--- config.mk ---
export PLATFORM = sky130hd
export DESIGN_NAME = tag_array
export DESIGN_NICKNAME = d
export VERILOG_FILES = /design/src/rtl/cache_pkg.sv /design/src/rtl/tag_array.sv
export SDC_FILE = /design/constraint.sdc
export NUM_CORES = 2
export LEC_CHECK = 0
export ABC_AREA = 1
export BUFFER_PORTS_ARGS = -buffer_cell sky130_fd_sc_hd__buf_2
export CORE_ASPECT_RATIO = 1.1
export CORE_MARGIN = 5
export CORE_UTILIZATION = 51
export DETAILED_ROUTE_END_ITERATION = 12
export PLACE_DENSITY = 0.69
export SYNTH_ARGS = -nofsm -noshare
export SYNTH_HDL_FRONTEND = slang
export SYNTH_SLANG_ARGS = --single-unit
--- constraint.sdc ---
create_clock -name clk -period 1.9 [get_ports clk]
set_clock_uncertainty 0.1 [all_clocks]
set_input_delay 0.19 -clock clk [delete_from_list [all_inputs] [get_ports clk]]
set_output_delay 0.19 -clock clk [all_outputs]
set_load 0.01 [all_outputs]
--- src/rtl/cache_pkg.sv ---
// shared widths, vector types and controller states for the data cache, used by scoped name
package cache_pkg;

    //////////////////////////////////////////////////
    // address split and bus widths
    //////////////////////////////////////////////////
    localparam int ADDR_W   = 32;  // byte address
    localparam int WORD_W   = 64;  // load/store port
    localparam int LINE_W   = 256; // one line, also the memory bus
    localparam int TAG_W    = 21;
    localparam int INDEX_W  = 6;   // 64 sets
    localparam int OFFSET_W = 5;   // 32 bytes per line

    //////////////////////////////////////////////////
    // vector types
    //////////////////////////////////////////////////
    typedef logic [ADDR_W-1:0]   addr_t;
    typedef logic [WORD_W-1:0]   word_t;
    typedef logic [LINE_W-1:0]   line_t;
    typedef logic [TAG_W-1:0]    tag_t;
    typedef logic [INDEX_W-1:0]  index_t;
    typedef logic [OFFSET_W-1:0] offset_t;

    // write size code
    // 0 = 1 byte, 1 = 2 bytes, 2 = 4 bytes, 3 = 8 bytes
    typedef logic [1:0] len_t;

    //////////////////////////////////////////////////
    // controller states
    //////////////////////////////////////////////////
    typedef enum logic [2:0] {
        IDLE,    // waiting for a request
        LOOKUP,  // tags and lines of the set are out, compare
        MISS,    // write back a dirty victim
        REPLACE, // ask memory for the missing line
        REFILL,  // wait for the line to come back
        WRITE    // store hit data into the line
    } cache_state_t;

endpackage

--- src/rtl/tag_array.sv ---
// two ways of tags with valid and dirty bits, gives hit, hit way and the victim's tag state
`timescale 1ns/1ps

module tag_array (
    input  logic              clk,
    input  logic              rst_n,
    input  cache_pkg::index_t index,
    input  logic              rd_en,
    input  cache_pkg::tag_t   req_tag,
    input  logic              victim_way,
    input  logic              fill,
    input  logic              fill_dirty,
    input  logic              mark_dirty,
    output logic              hit,
    output logic              hit_way,
    output cache_pkg::tag_t   victim_tag,
    output logic              victim_dirty
);

    localparam int SETS = 1 << cache_pkg::INDEX_W;

    cache_pkg::tag_t tag_rd [2]; // held read per way
    logic [1:0]      valid_rd;
    logic [1:0]      dirty_rd;
    logic [1:0]      way_hit;

    for (genvar w = 0; w < 2; w++) begin : g_way
        cache_pkg::tag_t tag_mem [SETS];
        logic [SETS-1:0] valid_bits;
        logic [SETS-1:0] dirty_bits;
        cache_pkg::tag_t tag_q;
        logic            valid_q;
        logic            dirty_q;
        logic            sel_fill;
        logic            sel_mark;

        assign sel_fill = fill && (victim_way == 1'(w));
        assign sel_mark = mark_dirty && (hit_way == 1'(w));

        // tag storage, read held while rd_en is low
        always_ff @(posedge clk) begin
            if (sel_fill) tag_mem[index] <= req_tag;
            if (rd_en) tag_q <= tag_mem[index];
        end

        always_ff @(posedge clk or negedge rst_n) begin
            if (!rst_n) begin
                valid_bits <= '0;
                dirty_bits <= '0;
                valid_q    <= 1'b0;
                dirty_q    <= 1'b0;
            end else begin
                if (sel_fill) begin
                    valid_bits[index] <= 1'b1;
                    dirty_bits[index] <= fill_dirty;
                end else if (sel_mark) begin
                    dirty_bits[index] <= 1'b1; // write hit
                end
                if (rd_en) begin
                    valid_q <= valid_bits[index];
                    dirty_q <= dirty_bits[index];
                end
            end
        end

        assign tag_rd[w]   = tag_q;
        assign valid_rd[w] = valid_q;
        assign dirty_rd[w] = dirty_q;
        assign way_hit[w]  = valid_q && (tag_q == req_tag);
    end

    assign hit     = |way_hit;
    assign hit_way = way_hit[1];

    assign victim_tag   = tag_rd[victim_way];
    assign victim_dirty = valid_rd[victim_way] && dirty_rd[victim_way];

    // fill only goes to a way after a miss, so a line never lives in both
    assert property (@(posedge clk) disable iff (!rst_n) !(way_hit[0] && way_hit[1]));

endmodule

==> run metrics <==
count leader, synth=nand2_1; met2 global-route usage=49.7%; # setup viols final=152; Post-synth EDFFs=2730; MaxCap Viol Count=0; Area contributors post-synth=edfxtp_1 (66%), nand2_1 (14%), dfrtp_1 (5.3%); core outline area=241000 sq um; Least-Margin Pin Slew=1.13 ns; fin area=150000 sq um; top cell type's share of synthesized area=66.5%; Initial Util=51.2%; Reg2Reg Depth=20; Syn-to-layout area delta=21.3%; Syn Inst Count=11300; sequential area share after synthesis=71.8%; R2R Path End=g_way[1].dirty_bits[52]; Clk pwr share=40.4%; TritonCTS clock tree=built; initial antenna violation count=29; Netlist cell types=30; ys async rst share=8.70%; Worst EP required=1.61 ns; post-synthesis net count=11400; hold slack final=0.0405 ns; Comb pwr share=7.9%; Fin. Hold Viols=0; Avg Inst Size Synth=10.9 sq um; Routed WL per cell=26.2 microns; Remaining DRCs=0; Synth Register Bits=2990; Final Util=62.1%; pwr dens=944 nW/um^2; I/O Buffers=57; Clk Latency, worst-skew pair=0.90 ns; Die Area=252000 sq um; Die Width=479 microns; capture point of the critical path=hit; type of the tightest min-delay check=in -> reg; Detailed Place HPWL=260 mm; drt total wl=410 mm; data arrival time of the worst path=2.63 ns; largest net degree at the start of global routing=129; Reg area=88500 sq um; RSZ-0062 raised after global routing=yes; max-slew violation count=0; fmax=0.343 GHz; max_slew headroom=24.6%; list of most frequent post-synthesis cells=nand2_1 (4714), edfxtp_1 (2730), nand3_1 (725); crit share post-route=154%; H-tree levels=5; switching part of the total=23.5%; clk buf depth=4; Via Count=90700; Worst-path clk slew=0.06 ns; Synth area leader=edfxtp_1; filler instances=18200; net switching power=33.1 mW; share of layout cells above drive strength 1=17.0%; total power=141 mW; met1 Resource Use GR=41.5%; Max VDD drop=0.00106 V; post-route insts no fill=15600; Critical Path Sink Type=primary output; vias per cell=5.81; multi-input logic area=32400 sq um; Netlist Area Pre-Place=123000 sq um; crit-path max FO=3; outcome=finished with violations; Die H=526 microns; R2R Setup Slk=-0.90 ns; post-route setup slack=-1.02 ns; Congestion Overflow GR=0; Yosys warnings=0; Period minus WS final=2.92 ns; first-pass GRT wire length=591 mm; standard-cell rows=189; Pint=108 mW; CP startpoint kind=flop; busiest grt layer=met2; DP Area=138000 sq um; Root Buffer=clkbuf_16; Sinks on Clock Net=2990; reg2reg start=g_way[1].tag_q[5]; met3 Usage GRT=7.74%; Final nets=12300; CTS Buf Count=306; sequential share of power=51.7%; Crit Path Class=reg -> out; vias in the first global route=87700; DRT Pass-1 Iters=7; Leakage=58.5 nW; I/O pin count=58; failing checks=setup timing; gr usage total=32.0%; 1st-iter DRT viols=12200; Critical path origin=g_way[1].tag_q[0]; dpl cells=15000; RePlAce Congestion=0.956; main flop type after synthesis=edfxtp_1; Final ANT Viol Nets=0
-- worst min-delay path by stage --
stage	startpoint	endpoint	slack, ns	depth (start not counted)
3_5_place_dp	rst_n	g_way[0].valid_bits[58]	0.07	1
6_report	req_tag[18]	g_way[0].tag_mem[5][18]	0.04	3
2_1_floorplan	rst_n	g_way[0].dirty_bits[0]	-0.21	0
5_1_grt	req_tag[18]	g_way[0].tag_mem[5][18]	0.01	3
4_1_cts	req_tag[18]	g_way[0].tag_mem[5][18]	0.001	3
3_3_place_gp	rst_n	g_way[0].valid_bits[56]	0.06	1
-- cells in the final DEF (no fill, tap or decap), types with 11 or more instances in the layout --
| master | synthesis | routed |
|---|---|---|
| nand2_1 | 4714 | 4549 |
| edfxtp_1 | 2730 | 2730 |
| nand3_1 | 725 | 721 |
| buf_4 | 6 | 716 |
| a21oi_1 | 673 | 672 |
| inv_1 | 471 | 435 |
| o21ai_0 | 382 | 336 |
| buf_12 | 0 | 327 |
| clkbuf_16 | 0 | 315 |
| nor2_1 | 470 | 291 |
| dfrtp_1 | 260 | 259 |
| or2_2 | 147 | 145 |
| nand2_2 | 4 | 111 |
| nor2_4 | 4 | 110 |
| nor2_2 | 3 | 76 |
| clkbuf_1 | 242 | 76 |
| clkinv_1 | 3 | 68 |
| buf_6 | 0 | 60 |
| nand2_4 | 0 | 55 |
| inv_2 | 16 | 46 |
| and3_1 | 46 | 46 |
| clkinv_2 | 0 | 44 |
| o21ai_1 | 10 | 36 |
| nand4_1 | 34 | 34 |
| o211ai_1 | 34 | 34 |
| dlygate4sd3_1 | 0 | 24 |
| buf_16 | 0 | 21 |
| o22ai_1 | 11 | 11 |
| bufinv_16 | 0 | 11 |
| buf_2 | 274 | 11 |
-- layout make-up --
cell class	instances	area share, %
multi-input combinational	7281	21.6
inverter	491	1.27
tap	3151	2.63
clock buffer	391	5.44
antenna	9	0.0151
sequential	2990	59.1
clock inverter	142	0.734
timing repair buffer	1168	9.14
-- state kept, by name, summed over array words and instances, names as in the netlist --
signal,cells
g_way.dirty_q,2
g_way.valid_q,2
g_way.tag_mem,2688
g_way.tag_q,42
g_way.valid_bits,128
g_way.dirty_bits,128
-- power by group through the flow --
stage,logic (mW),registers (mW),clock network (mW)
floorplan,4.58,74.1,0
global placement,10.0,74.3,0
detailed placement,10.2,74.3,0
CTS,10.8,72.9,57.4
global route,11.8,73.0,60.3
finish,11.2,72.9,57.1
-- worst max-delay path, cell delays in order, from the launching register on --
cell      delay (ns)
edfxtp_1        0.58
buf_12          0.22
nand2_1         0.08
nand2_1         0.08
nor2_2          0.12
nand2_1         0.11
nor2_4          0.15
nand3_4         0.09
buf_6           0.15
nand2_2         0.06
buf_6           0.10
-- per-layer routing --
layer	wire, microns	vias up
met5	91	-
met4	27900	16
met3	48400	1163
met2	186000	5614
met1	147000	43900
li1	-	40000
-- what timing repair did --
item	CTS	global route
pin swaps	19	39
hold buffers	25	0
gates cloned	19	3
resized for setup	246	212
buffers inserted	35	16
endpoints found under the setup margin	171	189
endpoints found under the hold margin	807	0
-- kinds of logic (layout without fill, tap and decap cells) --
group	after synthesis	in the layout	share of synthesized area, %
and+or+nand+nor	6161	6161	20.0
DFF	2990	2990	71.8
AOI/OAI and AO/OA	1112	1112	4.60
buffers and inverters	1076	2192	3.57
xor gates and xnor gates	8	8	0.0568
other	0	9	0
-- metrics by stage --
| step | setup TNS [ns] | setup WS [ns] |
|---|---|---|
| 2_1_floorplan | -244.42 | -0.256 |
| 3_3_place_gp | -1194.54 | -1.36 |
| 3_5_place_dp | -1212.25 | -0.932 |
| 4_1_cts | -82.51 | -0.974 |
| 5_1_grt | -102.32 | -1.04 |
| 6_report | -93.30 | -1.02 |
Note: power is estimated with default switching activity, not from simulation.
