File: src/rtl/cache_pkg.sv
// shared widths, vector types and controller states for the data cache, used by scoped name
package cache_pkg;

    //////////////////////////////////////////////////
    // address split and bus widths
    //////////////////////////////////////////////////
    localparam int ADDR_W   = 32;  // byte address
    localparam int WORD_W   = 64;  // load/store port
    localparam int LINE_W   = 256; // one line, also the memory bus
    localparam int TAG_W    = 21;
    localparam int INDEX_W  = 6;   // 64 sets
    localparam int OFFSET_W = 5;   // 32 bytes per line

    //////////////////////////////////////////////////
    // vector types
    //////////////////////////////////////////////////
    typedef logic [ADDR_W-1:0]   addr_t;
    typedef logic [WORD_W-1:0]   word_t;
    typedef logic [LINE_W-1:0]   line_t;
    typedef logic [TAG_W-1:0]    tag_t;
    typedef logic [INDEX_W-1:0]  index_t;
    typedef logic [OFFSET_W-1:0] offset_t;

    // write size code
    // 0 = 1 byte, 1 = 2 bytes, 2 = 4 bytes, 3 = 8 bytes
    typedef logic [1:0] len_t;

    //////////////////////////////////////////////////
    // controller states
    //////////////////////////////////////////////////
    typedef enum logic [2:0] {
        IDLE,    // waiting for a request
        LOOKUP,  // tags and lines of the set are out, compare
        MISS,    // write back a dirty victim
        REPLACE, // ask memory for the missing line
        REFILL,  // wait for the line to come back
        WRITE    // store hit data into the line
    } cache_state_t;

endpackage

File: src/rtl/cache_ctrl.sv
// cache controller that runs the miss FSM and drives the memory bus for the cache top level
`timescale 1ns/1ps

module cache_ctrl (
    input  logic               clk,
    input  logic               rst_n,
    // load/store port
    input  logic               valid_in,
    input  logic               write,
    input  cache_pkg::len_t    len,
    input  cache_pkg::addr_t   addr,
    input  cache_pkg::word_t   data_in,
    output logic               addr_ok,
    output logic               data_ok,
    // memory bus
    output logic               r_req,
    output cache_pkg::addr_t   r_addr,
    input  logic               r_rdy,
    input  logic               re_valid,
    output logic               w_req,
    output cache_pkg::addr_t   w_addr,
    input  logic               w_rdy,
    // tag array results
    input  logic               hit,
    input  logic               hit_way,
    input  logic               victim_dirty,
    input  cache_pkg::tag_t    victim_tag,
    // array control
    output cache_pkg::index_t  arr_index,
    output logic               rd_en,
    output logic               tag_fill,
    output logic               tag_mark_dirty,
    output logic               fill_dirty,
    output logic               data_wr_en,
    output logic               victim_way,
    output logic               sel_way,
    output logic               from_mem,
    // request fields for the line merge
    output cache_pkg::tag_t    req_tag,
    output cache_pkg::offset_t req_offset,
    output cache_pkg::len_t    req_len,
    output cache_pkg::word_t   req_data
);

    cache_pkg::cache_state_t state;
    cache_pkg::cache_state_t state_next;

    cache_pkg::addr_t  req_addr;
    cache_pkg::index_t req_index;
    logic              req_write;
    logic              victim_q;
    logic              accept;
    logic              read_hit;

    //////////////////////////////////////////////////
    // request capture
    //////////////////////////////////////////////////
    assign read_hit = (state == cache_pkg::LOOKUP) && hit && !req_write;
    assign addr_ok  = (state == cache_pkg::IDLE) || read_hit; // back-to-back reads on hit
    assign accept   = valid_in && addr_ok;

    always_ff @(posedge clk or negedge rst_n) begin
        if (!rst_n) begin
            req_write <= 1'b0;
        end else if (accept) begin
            req_write <= write;
        end
    end

    // request payload
    always_ff @(posedge clk) begin
        if (accept) begin
            req_addr <= addr;
            req_data <= data_in;
            req_len  <= len;
        end
    end

    assign {req_tag, req_index, req_offset} = req_addr;
    assign fill_dirty = req_write; // a write miss lands dirty

    //////////////////////////////////////////////////
    // state machine
    //////////////////////////////////////////////////
    always_ff @(posedge clk or negedge rst_n) begin
        if (!rst_n) begin
            state <= cache_pkg::IDLE;
        end else begin
            state <= state_next;
        end
    end

    always_comb begin
        state_next = state;
        case (state)
            cache_pkg::IDLE: begin
                if (valid_in) state_next = cache_pkg::LOOKUP;
            end
            cache_pkg::LOOKUP: begin
                if (!hit) begin
                    state_next = cache_pkg::MISS;
                end else if (req_write) begin
                    state_next = cache_pkg::WRITE;
                end else if (!valid_in) begin
                    state_next = cache_pkg::IDLE; // stay while the next read is taken
                end
            end
            cache_pkg::MISS: begin
                if (!victim_dirty || w_rdy) state_next = cache_pkg::REPLACE;
            end
            cache_pkg::REPLACE: begin
                if (r_rdy) state_next = cache_pkg::REFILL;
            end
            cache_pkg::REFILL: begin
                if (re_valid) state_next = cache_pkg::IDLE;
            end
            cache_pkg::WRITE: state_next = cache_pkg::IDLE;
            default: state_next = cache_pkg::IDLE;
        endcase
    end

    // victim pick flips each lookup cycle and holds from MISS through REFILL
    always_ff @(posedge clk or negedge rst_n) begin
        if (!rst_n) begin
            victim_q <= 1'b0;
        end else if (state == cache_pkg::LOOKUP) begin
            victim_q <= ~victim_q;
        end
    end

    assign victim_way = victim_q;

    //////////////////////////////////////////////////
    // array control
    //////////////////////////////////////////////////
    // held index unless a request can be taken
    assign arr_index = addr_ok ? addr[cache_pkg::OFFSET_W +: cache_pkg::INDEX_W] : req_index;
    assign rd_en     = accept;

    assign tag_fill       = (state == cache_pkg::REFILL) && re_valid;
    assign tag_mark_dirty = (state == cache_pkg::WRITE);
    assign data_wr_en     = tag_fill || (state == cache_pkg::WRITE); // whole line each time

    // hit way on a hit and the victim way for write-back and refill
    assign sel_way  = ((state == cache_pkg::LOOKUP) || (state == cache_pkg::WRITE)) ?
                      hit_way : victim_q;
    assign from_mem = (state == cache_pkg::REFILL);

    assign data_ok = read_hit || ((state == cache_pkg::REFILL) && re_valid && !req_write);

    //////////////////////////////////////////////////
    // memory bus
    //////////////////////////////////////////////////
    assign w_req  = (state == cache_pkg::MISS) && victim_dirty; // held until w_rdy
    assign w_addr = {victim_tag, req_index, cache_pkg::offset_t'(0)};
    assign r_req  = (state == cache_pkg::REPLACE);
    assign r_addr = {req_tag, req_index, cache_pkg::offset_t'(0)}; // line aligned

    // stalled write-back keeps its victim and no fetch starts meanwhile
    assert property (@(posedge clk) disable iff (!rst_n)
        w_req && !w_rdy |=> w_req && !r_req && $stable(w_addr));

    // stalled fetch keeps its line address
    assert property (@(posedge clk) disable iff (!rst_n)
        r_req && !r_rdy |=> r_req && $stable(r_addr));

endmodule

File: config.mk
export PLATFORM = sky130hd
export DESIGN_NAME = cache_ctrl
export DESIGN_NICKNAME = d
export VERILOG_FILES = /design/src/rtl/cache_pkg.sv /design/src/rtl/cache_ctrl.sv
export SDC_FILE = /design/constraint.sdc
export NUM_CORES = 1
export LEC_CHECK = 0
export ABC_AREA = 1
export BUFFER_PORTS_ARGS = -buffer_cell sky130_fd_sc_hd__buf_2
export CORE_ASPECT_RATIO = 1.75
export CORE_MARGIN = 1
export CORE_UTILIZATION = 25
export CTS_CLUSTER_SIZE = 30
export DETAILED_ROUTE_END_ITERATION = 12
export HOLD_SLACK_MARGIN = 0.05
export PLACE_DENSITY = 0.59
export SLEW_MARGIN = 20
export SYNTH_ARGS = -nofsm -noshare
export SYNTH_HDL_FRONTEND = slang
export SYNTH_SLANG_ARGS = --single-unit
File: constraint.sdc
create_clock -name clk -period 4.6 [get_ports clk]
set_input_delay 0.69 -clock clk [delete_from_list [all_inputs] [get_ports clk]]
set_output_delay 0.69 -clock clk [all_outputs]
set_load 0.005 [all_outputs]
==> reports/metrics.yaml <==
sta:
  worst_hold_slack_ps: 155
  clock_skew_ps: 9.25
  worst_pin_slew_ps: 685
  final.setup.tns_ps: 0
  fin_crit_ps: 2960
  hold_viol_final: 0
  setup_viol: 0
  clock.fmax_mhz: 338
  period_share_pct: 64.3
  relSlewSlack_pct: 54.3
  rsz0062_at_grt: "false"
  drv_slew: 0
  worst_slack_ps: 1640
job:
  maxCapViolCount: 0
yosys:
  synth_area_um2: 3880
  ys_seq_area_share_pct: 79.0
  yosys.area.top_type: "edfxtp_1"
  yosysMostFrequentCell: "edfxtp_1"
  postSynthAreaPerCell_um2: 15.7
  yosys-top-cells-area: "edfxtp_1 (76%), buf_4 (11%), nand2_1 (3.5%)"
  synth_ff_type: "edfxtp_1"
  async_flop_share_pct: 4.85
  yosysUniqueCellTypes: 19
  synth-edff-count: 98
  ys.warnings.count: 0
  synthCells: 247
  ys_ff_latch: 103
  yosys-top-cells-count: "edfxtp_1 (98), buf_4 (58), nand2_1 (36), inv_1 (13)"
  synth_top_area_share_pct: 75.7
clock_network:
  cts_max_path_buffers: 2
  cts_tree: "done"
  clock-sinks: 103
  cts_max_level: 3
  clock_latency_ps: 340
  cts_hold_buffers: 0
  cts-root-buf: "clkbuf_16"
  cts_setup_buffers: 0
  cts_buffers: 9
  cts-resized-gates: 0
  cts.clk_slew.worst_paths_ps: 70
grt:
  grtUsageTotal_pct: 11.2
  grt_max_degree: 56
  grt_pass1_wl_mm: 13.1
  grt_overflow_total: 0
  grt_pass1_vias: 2599
  antenna_found_initial: 2
route:
  drt_iter0_markers: 87
  final_antenna_net_count: 0
  drc: 0
  met2_length_mm: 5.50
  wl_mm: 9.40
  wl_per_cell_um: 14.5
  viasPerCell: 4.06
  top_layer_used: "met5"
  met1_length_mm: 2.87
  vias: 2629
  dr_wl_met3_um: 782
  drtPass1Iterations: 4
cells_and_area:
  drive_gt1_share_pct: 59.1
  instances_no_fill: 648
  fin_nets: 589
  fillerInstances: 1500
  seq_area_um2: 3070
  multi_input_area_um2: 355
  area_growth_syn_to_layout_pct: 35.4
  num_antenna_cells: 0
pwr:
  max-vdd-ir-drop_mv: 0.270
  p_leak_nw: 2.43
  power_mw: 2.93
  power_density_nw_per_um2: 557
critical_path:
  r2r_setup_slack_ps: 1970
  startpoint_type: "flip-flop"
  cp_max_fo: 55
  cp-end-kind: "output port"
  worstReg2RegEnd: "req_data[63]"
  r2r_cells: 8
  critical_path_class: "reg -> out"
  arrival_ps: 2270
  critPathRequiredTime_ps: 3910
  r2r-start: "state[1]"
placement:
  pre_cts_ws_ps: 1830
  io_buffer_count: 250
  place.gp.congestion: 0.821
  dp_cells: 632
  hpwl_mm: 7.45
floorplanning:
  start_util_pct: 25.8
  coreArea_um2: 15100
  ios: 303
  die_w_um: 96.2
  die_y_um: 167
  die_area_um2: 16100
  row_count: 59
hold_path:
  hold_class: "in -> async"
run_status:
  status: "completed"
## stage by stage
| stage | cell area [µm²] | util [%] |
|---|---|---|
| 2_1_floorplan | 3920 | - |
| 3_3_place_gp | 4970 | 33.0 |
| 3_5_place_dp | 4970 | 33.0 |
| 4_1_cts | 5260 | 34.9 |
| 5_1_grt | 5260 | 34.9 |
| 6_report | 5260 | 34.9 |
## per-layer routing
layer  vias up  track usage (%)
li1       1217                -
met1      1223             9.01
met2       159             22.7
met3        26             3.33
met4         4             5.13
met5         -                0
## report_power, final
group	internal (mW)	switching (mW)	total [mW]
combinational	0.305	0.483	0.788
clock	0.380	0.345	0.725
sequential	1.33	0.0913	1.42
## worst max-delay path by stage
stage                     slack (ps)            to  cells past startpoint     start
final                           1640         rd_en                      8  state[1]
after global routing            1450         rd_en                      8  state[1]
after CTS                       1600         rd_en                      8  state[1]
after detailed placement        1830  req_addr[10]                      6       hit
after global placement          1880  req_data[19]                      6       hit
after floorplan                 1000         rd_en                      7  state[1]
## layout make-up
type | instances | share of cell area, %
clock buffer | 9 | 4.28
clock inverter | 7 | 1.19
inverter | 16 | 1.19
multi-input combinational | 79 | 6.75
sequential | 103 | 58.3
tap | 183 | 4.35
timing repair buffer | 251 | 23.9
## worst max-delay path, stage by stage, from the launching register on
cell,delay (ps)
dfrtp_1,460
inv_2,100
nand2_1,90
nor2_2,140
nand3_2,110
nand2_4,140
nand2_1,120
inv_4,480
buf_2,230
## logic make-up (layout without fill, tap and decap cells)
group	after synthesis	count (layout)	share of synthesized area, %
DFF	103	103	79.0
buffers and inverters	74	283	12.8
and+or+nand+nor	62	62	7.12
AOI/OAI and AO/OA	6	6	0.837
other	1	10	0.0965
xor gates and xnor gates	1	1	0.225
## registers in the layout (all words and copies together) (netlist names)
signal / count
victim_way: 1
req_data: 64
req_addr: 32
fill_dirty: 1
req_len: 2
state: 3
## cell usage in the layout (no fill, tap or decap), drive strengths merged
| cell type | synthesis | routed |
|---|---|---|
| clkinv | 0 | 3 |
| nor2 | 11 | 11 |
| buf | 58 | 251 |
| nor3 | 1 | 1 |
| nand4 | 3 | 3 |
| clkbuf | 0 | 9 |
| o21bai | 1 | 1 |
| xor2 | 1 | 1 |
| conb | 1 | 10 |
| inv | 16 | 20 |
| nand2 | 37 | 37 |
| edfxtp | 98 | 98 |
| dfrtp | 5 | 5 |
| o21ai | 5 | 5 |
| nand3 | 10 | 10 |
Power figures use the tool's default switching activity.
