==> src/rtl/cache_pkg.sv <==
// shared widths, vector types and controller states for the data cache, used by scoped name
package cache_pkg;

    //////////////////////////////////////////////////
    // address split and bus widths
    //////////////////////////////////////////////////
    localparam int ADDR_W   = 32;  // byte address
    localparam int WORD_W   = 64;  // load/store port
    localparam int LINE_W   = 256; // one line, also the memory bus
    localparam int TAG_W    = 21;
    localparam int INDEX_W  = 6;   // 64 sets
    localparam int OFFSET_W = 5;   // 32 bytes per line

    //////////////////////////////////////////////////
    // vector types
    //////////////////////////////////////////////////
    typedef logic [ADDR_W-1:0]   addr_t;
    typedef logic [WORD_W-1:0]   word_t;
    typedef logic [LINE_W-1:0]   line_t;
    typedef logic [TAG_W-1:0]    tag_t;
    typedef logic [INDEX_W-1:0]  index_t;
    typedef logic [OFFSET_W-1:0] offset_t;

    // write size code
    // 0 = 1 byte, 1 = 2 bytes, 2 = 4 bytes, 3 = 8 bytes
    typedef logic [1:0] len_t;

    //////////////////////////////////////////////////
    // controller states
    //////////////////////////////////////////////////
    typedef enum logic [2:0] {
        IDLE,    // waiting for a request
        LOOKUP,  // tags and lines of the set are out, compare
        MISS,    // write back a dirty victim
        REPLACE, // ask memory for the missing line
        REFILL,  // wait for the line to come back
        WRITE    // store hit data into the line
    } cache_state_t;

endpackage

==> src/rtl/line_merge.sv <==
// picks the working line, extracts the read word and overlays write data onto the line
`timescale 1ns/1ps

module line_merge (
    input  cache_pkg::line_t   way0_line,
    input  cache_pkg::line_t   way1_line,
    input  logic               sel_way,
    input  logic               from_mem,
    input  cache_pkg::line_t   re_data,
    input  cache_pkg::offset_t req_offset,
    input  cache_pkg::len_t    req_len,
    input  cache_pkg::word_t   req_data,
    input  logic               write,
    output cache_pkg::word_t   data_out,
    output cache_pkg::line_t   sel_line,
    output cache_pkg::line_t   merged_line
);

    cache_pkg::line_t base_line;
    cache_pkg::line_t read_shift;
    cache_pkg::line_t wr_shift;
    cache_pkg::line_t mask_shift;
    cache_pkg::word_t byte_mask;
    logic [7:0]       bit_pos;   // offset in bits

    assign sel_line  = sel_way ? way1_line : way0_line;
    assign base_line = from_mem ? re_data : sel_line; // refill works on the fetched line
    assign bit_pos   = {req_offset, 3'b000};

    // read word, zero filled past the line end
    assign read_shift = base_line >> bit_pos;
    assign data_out   = read_shift[cache_pkg::WORD_W-1:0];

    always_comb begin
        case (req_len)
            2'd0:    byte_mask = 64'h0000_0000_0000_00ff;
            2'd1:    byte_mask = 64'h0000_0000_0000_ffff;
            2'd2:    byte_mask = 64'h0000_0000_ffff_ffff;
            default: byte_mask = 64'hffff_ffff_ffff_ffff;
        endcase
    end

    // bytes shifted past bit 255 fall off
    assign wr_shift   = cache_pkg::line_t'(req_data) << bit_pos;
    assign mask_shift = cache_pkg::line_t'(byte_mask) << bit_pos;

    assign merged_line = write ? ((base_line & ~mask_shift) | (wr_shift & mask_shift))
                               : base_line;

endmodule

==> config.mk <==
export PLATFORM = sky130hd
export DESIGN_NAME = line_merge
export DESIGN_NICKNAME = d
export VERILOG_FILES = /design/src/rtl/cache_pkg.sv /design/src/rtl/line_merge.sv
export SDC_FILE = /design/constraint.sdc
export NUM_CORES = 1
export LEC_CHECK = 0
export ABC_CLOCK_PERIOD_IN_PS = 8100
export BUFFER_PORTS_ARGS = -buffer_cell sky130_fd_sc_hd__buf_2
export CORE_AREA = 2 2 551 553
export DETAILED_ROUTE_END_ITERATION = 16
export DIE_AREA = 0 0 553 555
export MAX_ROUTING_LAYER = met4
export PLACE_DENSITY = 0.31
export SYNTH_ARGS = -nofsm -noshare
export SYNTH_HDL_FRONTEND = slang
export SYNTH_SLANG_ARGS = --single-unit
==> constraint.sdc <==
create_clock -name vclk -period 8.1
set_input_delay 1.215 -clock vclk [all_inputs]
set_output_delay 1.215 -clock vclk [all_outputs]
set_load 0.01 [all_outputs]
==> flow_summary.yaml, run 1 <==
worst_setup_path:
  timing.critical_path.arrival_ps: 5320
  worst_path_bufs_invs: 5
  cp_max_fo: 52
  path_delay_family: "buffers and inverters"
  timing_worst_setup_path_type: "input port to output port"
  worst-endpoint-required_ps: 6880
  critPathSlowestCell: "sky130_fd_sc_hd__mux2i_1"
  critical-path-top-cell-by-count: "sky130_fd_sc_hd__mux2i_1"
  sort_of_element_at_the_start_of_the_critical_path: "input port"
  critPathCaptureType: "output port"
  cpPeakStageDelay_ps: 960
  path_cells: "buf_2 > inv_8 > buf_12 > buf_4 > mux2i_1 > mux2i_1 > mux2i_1 > o22ai_1 > or4_1 > buf_2"
logic_synthesis:
  synth_cell_type_count: 73
  synth_top_family_by_area: "multiplexers"
  multiplexer_share_of_the_synthesized_area: 0.625
  synth_simple_gate_area_share: 0.0970
  syn-mean-instance-area_um2: 8.47
  post_synth_inst_count: 2620
  post_synth_fa_ha_maj_area_fraction: 0.000451
  synth_area_mm2: 0.0222
  post_synth_xor_area_fraction: 0
  synth_fp_nets: 3462
  share_of_the_synthesized_area_in_compound_gates_ao_oa_aoi_oai: 0.215
  yosysSeqAreaShare: 0
  yosysWarningCount: 0
sta:
  fin_setup_tns_ps: 0
  final_period_minus_worst_setup_slack_ps: 6530
  grt_setup_unrepaired: "false"
  timing_max_transition_violations_final: 5
  post-route-period-util: 0.807
  timing.final.hold_violations: 0
  maxSlewHeadroom: -0.0838
  report.final.setup_viol: 0
  worst_slack_ps: 1570
  actual_transition_at_the_worst_max_transition_pin_ps: 1580
  fmaxAchievable_mhz: 153
placed_design:
  place_inst: 7981
  buffer_ports.inserted: 1418
  place_hpwl_um: 354000
  finalWeightedCongestion: 1.00
  worst_setup_slack_before_clock_tree_synthesis_ps: 1370
drt:
  route.detailed.wl_per_inst_um: 48.8
  routed-wl-met3_um: 42000
  top_layer: "met4"
  detailroute.via_count: 33698
  wirelength_met1_um: 172000
  detail_route.drc_violations: 0
  final_wirelength_um: 397000
  routed-wl-met2_um: 167000
  via_to_cell_ratio: 4.14
  drt.antenna.violating_nets: 0
  first_pass_iters: 6
  drt_first_iter_violations: 3550
floorplanning:
  floorplan.initialDensity: 0.0736
  design.core.area_mm2: 0.301
  die_width_um: 553
  pin_count: 1418
  number_of_standard_cell_rows_in_the_floorplan: 202
  die_h_um: 555
  design.die.area_mm2: 0.307
flow_run:
  drv.max_cap_violation_count: 2
clock_tree:
  cts.repair.resized: 0
  cts_hold_buffers: 0
  cts_setup_buffers: 0
status:
  failing_checks: "capacitance limit, slew limit"
  run_status: "finished, violations left"
layout:
  syn_to_final_growth_pct: 60.5
  final.fill_count: 35169
  layout.clock_buffers: 0
  postLayoutCoreUtil: 0.118
  nFlopsAndLatches: 0
  area.sequential_um2: 0
  layout.nets: 4847
  layout-drive-gt1-share: 0.553
  finish.cell_count_without_fillers: 8141
global_routing:
  number_of_antenna_violations_at_the_first_check_in_global_routing: 281
  grt_first_pass_wirelength_um: 472000
  grt_overflow: 0
  first_global_vias: 32322
  grt_use_total: 0.254
  grt_max_degree: 99
worst_hold_path:
  hp-class: "input port to output port"
Yosys cell counts, types with 5 or more instances:
library cell	count	area [um2]
sky130_fd_sc_hd__a211o_1	8	70.1
sky130_fd_sc_hd__a211oi_1	19	143
sky130_fd_sc_hd__a21o_1	12	90.1
sky130_fd_sc_hd__a21oi_1	74	370
sky130_fd_sc_hd__a221o_1	9	90.1
sky130_fd_sc_hd__a221oi_1	27	236
sky130_fd_sc_hd__a22o_1	23	201
sky130_fd_sc_hd__a22oi_1	102	766
sky130_fd_sc_hd__a2bb2oi_1	15	131
sky130_fd_sc_hd__a31o_2	6	52.6
sky130_fd_sc_hd__and2_1	11	68.8
sky130_fd_sc_hd__and3_1	5	31.3
sky130_fd_sc_hd__buf_1	29	109
sky130_fd_sc_hd__buf_2	57	285
sky130_fd_sc_hd__buf_4	40	300
sky130_fd_sc_hd__buf_6	17	191
sky130_fd_sc_hd__clkbuf_1	121	454
sky130_fd_sc_hd__inv_1	11	41.3
sky130_fd_sc_hd__mux2_1	16	180
sky130_fd_sc_hd__mux2_2	319	3590
sky130_fd_sc_hd__mux2_4	12	180
sky130_fd_sc_hd__mux2i_1	662	6630
sky130_fd_sc_hd__mux4_2	145	3270
sky130_fd_sc_hd__nand2_1	200	751
sky130_fd_sc_hd__nand2b_1	18	113
sky130_fd_sc_hd__nand3_1	20	100
sky130_fd_sc_hd__nor2_1	172	646
sky130_fd_sc_hd__nor2b_1	13	81.3
sky130_fd_sc_hd__nor3_1	27	135
sky130_fd_sc_hd__o211a_1	6	60.1
sky130_fd_sc_hd__o211ai_1	29	218
sky130_fd_sc_hd__o21a_1	9	67.6
sky130_fd_sc_hd__o21ai_0	152	761
sky130_fd_sc_hd__o21ai_1	6	30.0
sky130_fd_sc_hd__o221ai_1	22	193
sky130_fd_sc_hd__o22a_1	24	210
sky130_fd_sc_hd__o22ai_1	71	444
sky130_fd_sc_hd__o2bb2ai_1	14	123
sky130_fd_sc_hd__o311a_1	5	50.1
sky130_fd_sc_hd__o31ai_1	9	67.6
sky130_fd_sc_hd__o32ai_1	10	87.6
sky130_fd_sc_hd__or3_1	10	62.6
metal layers:
layer / track usage / up-vias
met1: 0.321 / 17300
met2: 0.372 / 2543
met3: 0.0910 / 411
li1: - / 13444
met4: 0.0780 / 0
met5: - / -
cell usage in the layout (no fill, tap or decap), types with 16 or more instances in the layout:
master and count:
sky130_fd_sc_hd__mux2i_2 33, sky130_fd_sc_hd__o221ai_1 22, sky130_fd_sc_hd__o211ai_1 29, sky130_fd_sc_hd__diode_2 160, sky130_fd_sc_hd__nand2b_1 18, sky130_fd_sc_hd__mux4_2 145, sky130_fd_sc_hd__o22a_1 24, sky130_fd_sc_hd__o22ai_1 71
sky130_fd_sc_hd__nor2_1 160, sky130_fd_sc_hd__nand2_1 194, sky130_fd_sc_hd__a21oi_1 74, sky130_fd_sc_hd__o21ai_0 152, sky130_fd_sc_hd__nand3_1 19, sky130_fd_sc_hd__mux2_1 16, sky130_fd_sc_hd__buf_4 209, sky130_fd_sc_hd__a22oi_1 101
sky130_fd_sc_hd__mux2i_1 630, sky130_fd_sc_hd__buf_2 1413, sky130_fd_sc_hd__a221oi_1 27, sky130_fd_sc_hd__mux2_2 319, sky130_fd_sc_hd__a211oi_1 19, sky130_fd_sc_hd__nor3_1 24, sky130_fd_sc_hd__a22o_1 23
worst min-delay path: stages:
cell and delay (ps):
sky130_fd_sc_hd__buf_2 70, sky130_fd_sc_hd__mux2_2 140, sky130_fd_sc_hd__buf_2 120
cell families (layout without fill, tap and decap cells):
kind of cell               after synthesis  after routing
muxes                                 1155           1155
AOI/OAI and AO/OA                      685            685
adders and majority gates                1              1
buffers and inverters                  281           1664
other                                    0            160
and+or+nand+nor                        498            498
worst paths after layout:
path | from | end | slack, ps | cells after the start
max | from_mem | data_out[13] | 1570 | 10
min | way0_line[13] | sel_line[13] | 2770 | 3
stage by stage:
stage,instance area [um2],hold slack [ps]
final,35600,2770
after global routing,35500,2780
after CTS,35200,2770
after detailed placement,35200,2760
after global placement,35100,2770
after floorplan,22200,2570
cell type report:
cell class | instances | area [um2] | area share
inverter | 17 | 86.3 | 0.00242
tap | 3978 | 4980 | 0.140
antenna | 160 | 400 | 0.0112
timing repair buffer | 1647 | 9070 | 0.255
multi-input combinational | 2339 | 21100 | 0.592
==> inputs of run 2 (changes only) <==
- ABC_CLOCK_PERIOD_IN_PS: 8100 -> 5340
- CORE_AREA: 2 2 551 553 -> 2 2 552 554
- DIE_AREA: 0 0 553 555 -> 0 0 554 556
- PLACE_DENSITY: 0.31 -> 0.32
- clock period: 8.1 -> 5.34 ns (I/O delays scaled with it)
==> flow_summary.yaml, run 2 (same netlist as run 1, synthesis figures left out) <==
global_routing:
  first_global_vias: 33790
  grt_overflow: 0
  grt_max_degree: 64
  grt_use_total: 0.257
  grt-busiest-layer: "met2"
  grt_first_pass_wirelength_um: 481000
  grt_use_met1: 0.322
  number_of_antenna_violations_at_the_first_check_in_global_routing: 286
  groute.layer.met2.usage: 0.374
  globalRouteMet3Util: 0.105
layout:
  postLayoutCoreUtil: 0.125
  layout.nets: 5068
  layout-drive-gt1-share: 0.565
  layout_common_cells: "1386 x sky130_fd_sc_hd__buf_2, 662 x sky130_fd_sc_hd__mux2i_1, 423 x sky130_fd_sc_hd__buf_4"
  finish.cell_count_without_fillers: 8407
  nFlopsAndLatches: 0
  mostFrequentLayoutCell: "sky130_fd_sc_hd__buf_2"
  syn_to_final_growth_pct: 70.1
  area.sequential_um2: 0
  design_area_mm2: 0.0377
  layout.clock_buffers: 0
clock_tree:
  cts_hold_buffers: 0
  cts.repair.resized: 0
  cts_setup_buffers: 0
worst_hold_path:
  hp-class: "input port to output port"
status:
  failing_checks: "setup timing"
  run_status: "finished, violations left"
sta:
  worst_slack_ps: -28.1
  fin_worst_hold_slack_ps: 1940
  timing.final.hold_violations: 0
  timing_max_transition_violations_final: 0
  post-route-period-util: 1.01
  report.final.setup_viol: 1
  grt_setup_unrepaired: "false"
  actual_transition_at_the_worst_max_transition_pin_ps: 1410
  final_period_minus_worst_setup_slack_ps: 5370
  fin_setup_tns_ps: -28.1
  fmaxAchievable_mhz: 186
  maxSlewHeadroom: 0.0334
placed_design:
  place_inst: 8202
  worst_setup_slack_before_clock_tree_synthesis_ps: 40.4
  buffer_ports.inserted: 1418
  dpl-instance-area_mm2: 0.0372
  place_hpwl_um: 363000
  finalWeightedCongestion: 0.953
worst_setup_path:
  timing.critical_path.arrival_ps: 4570
  worst-endpoint-required_ps: 4540
  critical-path-top-cell-by-count: "sky130_fd_sc_hd__mux2i_1"
  cp.depth: 10
  timing_worst_setup_path_type: "input port to output port"
  critPathCaptureType: "output port"
  critPathLaunch: "sel_way"
  sort_of_element_at_the_start_of_the_critical_path: "input port"
  cp_max_fo: 33
  path_delay_family: "multiplexers"
  worst_path_bufs_invs: 4
  endpoint: "data_out[13]"
  critPathSlowestCell: "sky130_fd_sc_hd__mux2i_1"
  path_cells: "buf_8 > buf_12 > mux2_2 > mux2i_1 > mux2i_1 > mux2i_1 > buf_4 > o22ai_1 > or4_1 > buf_2"
  cpPeakStageDelay_ps: 870
drt:
  detailroute.via_count: 34735
  route.detailed.wl_per_inst_um: 48.0
  first_pass_iters: 6
  detail_route.drc_violations: 0
  drt_first_iter_violations: 3930
  via_to_cell_ratio: 4.13
  drt.antenna.violating_nets: 0
  final_wirelength_um: 403000
floorplanning:
  design.core.area_mm2: 0.302
  die_h_um: 556
  number_of_standard_cell_rows_in_the_floorplan: 202
  design.die.area_mm2: 0.308
  pin_count: 1418
  die_width_um: 554
  floorplan.initialDensity: 0.0734
power_and_ir_drop:
  total_power_mw: 5.62
  power_per_cell_area_mw_per_mm2: 149
  ir_worst_vdd_v: 0.0000410
  power_leakage_nw: 16.6
flow_run:
  drv.max_cap_violation_count: 0
==> run 2: metal layers <==
| layer | routed length, um | vias up |
|---|---|---|
| met2 | 168000 | 2481 |
| met1 | 174000 | 17959 |
| met5 | 0 | - |
| met4 | 15600 | 0 |
| li1 | - | 13918 |
| met3 | 46400 | 377 |
==> run 2: power breakdown <==
part	internal (mW)	leakage [nW]	switching [mW]	total (mW)
logic	1.84	16.6	3.78	5.62
registers	0	0	0	0
clock network	0.00000308	0.00131	0	0.00000308
total	1.84	16.6	3.78	5.62
==> run 2: area by class of cell <==
type,count,area (um2)
Multi-Input combinational cell,2339,20900
Timing Repair Buffer,1868,11300
Fill cell,35016,264000
Inverter,17,86.3
Antenna cell,205,513
Tap cell,3978,4980
==> run 2: worst min path at each step <==
stage,end,start,slack [ps],cells past startpoint
final,sel_line[26],way0_line[26],1940,3
after global routing,sel_line[26],way0_line[26],1950,3
after CTS,sel_line[26],way0_line[26],1930,3
after detailed placement,sel_line[26],way0_line[26],1930,3
after global placement,sel_line[26],way0_line[26],1930,3
after floorplan,sel_line[175],way1_line[175],1740,1
Power figures use the tool's default switching activity.
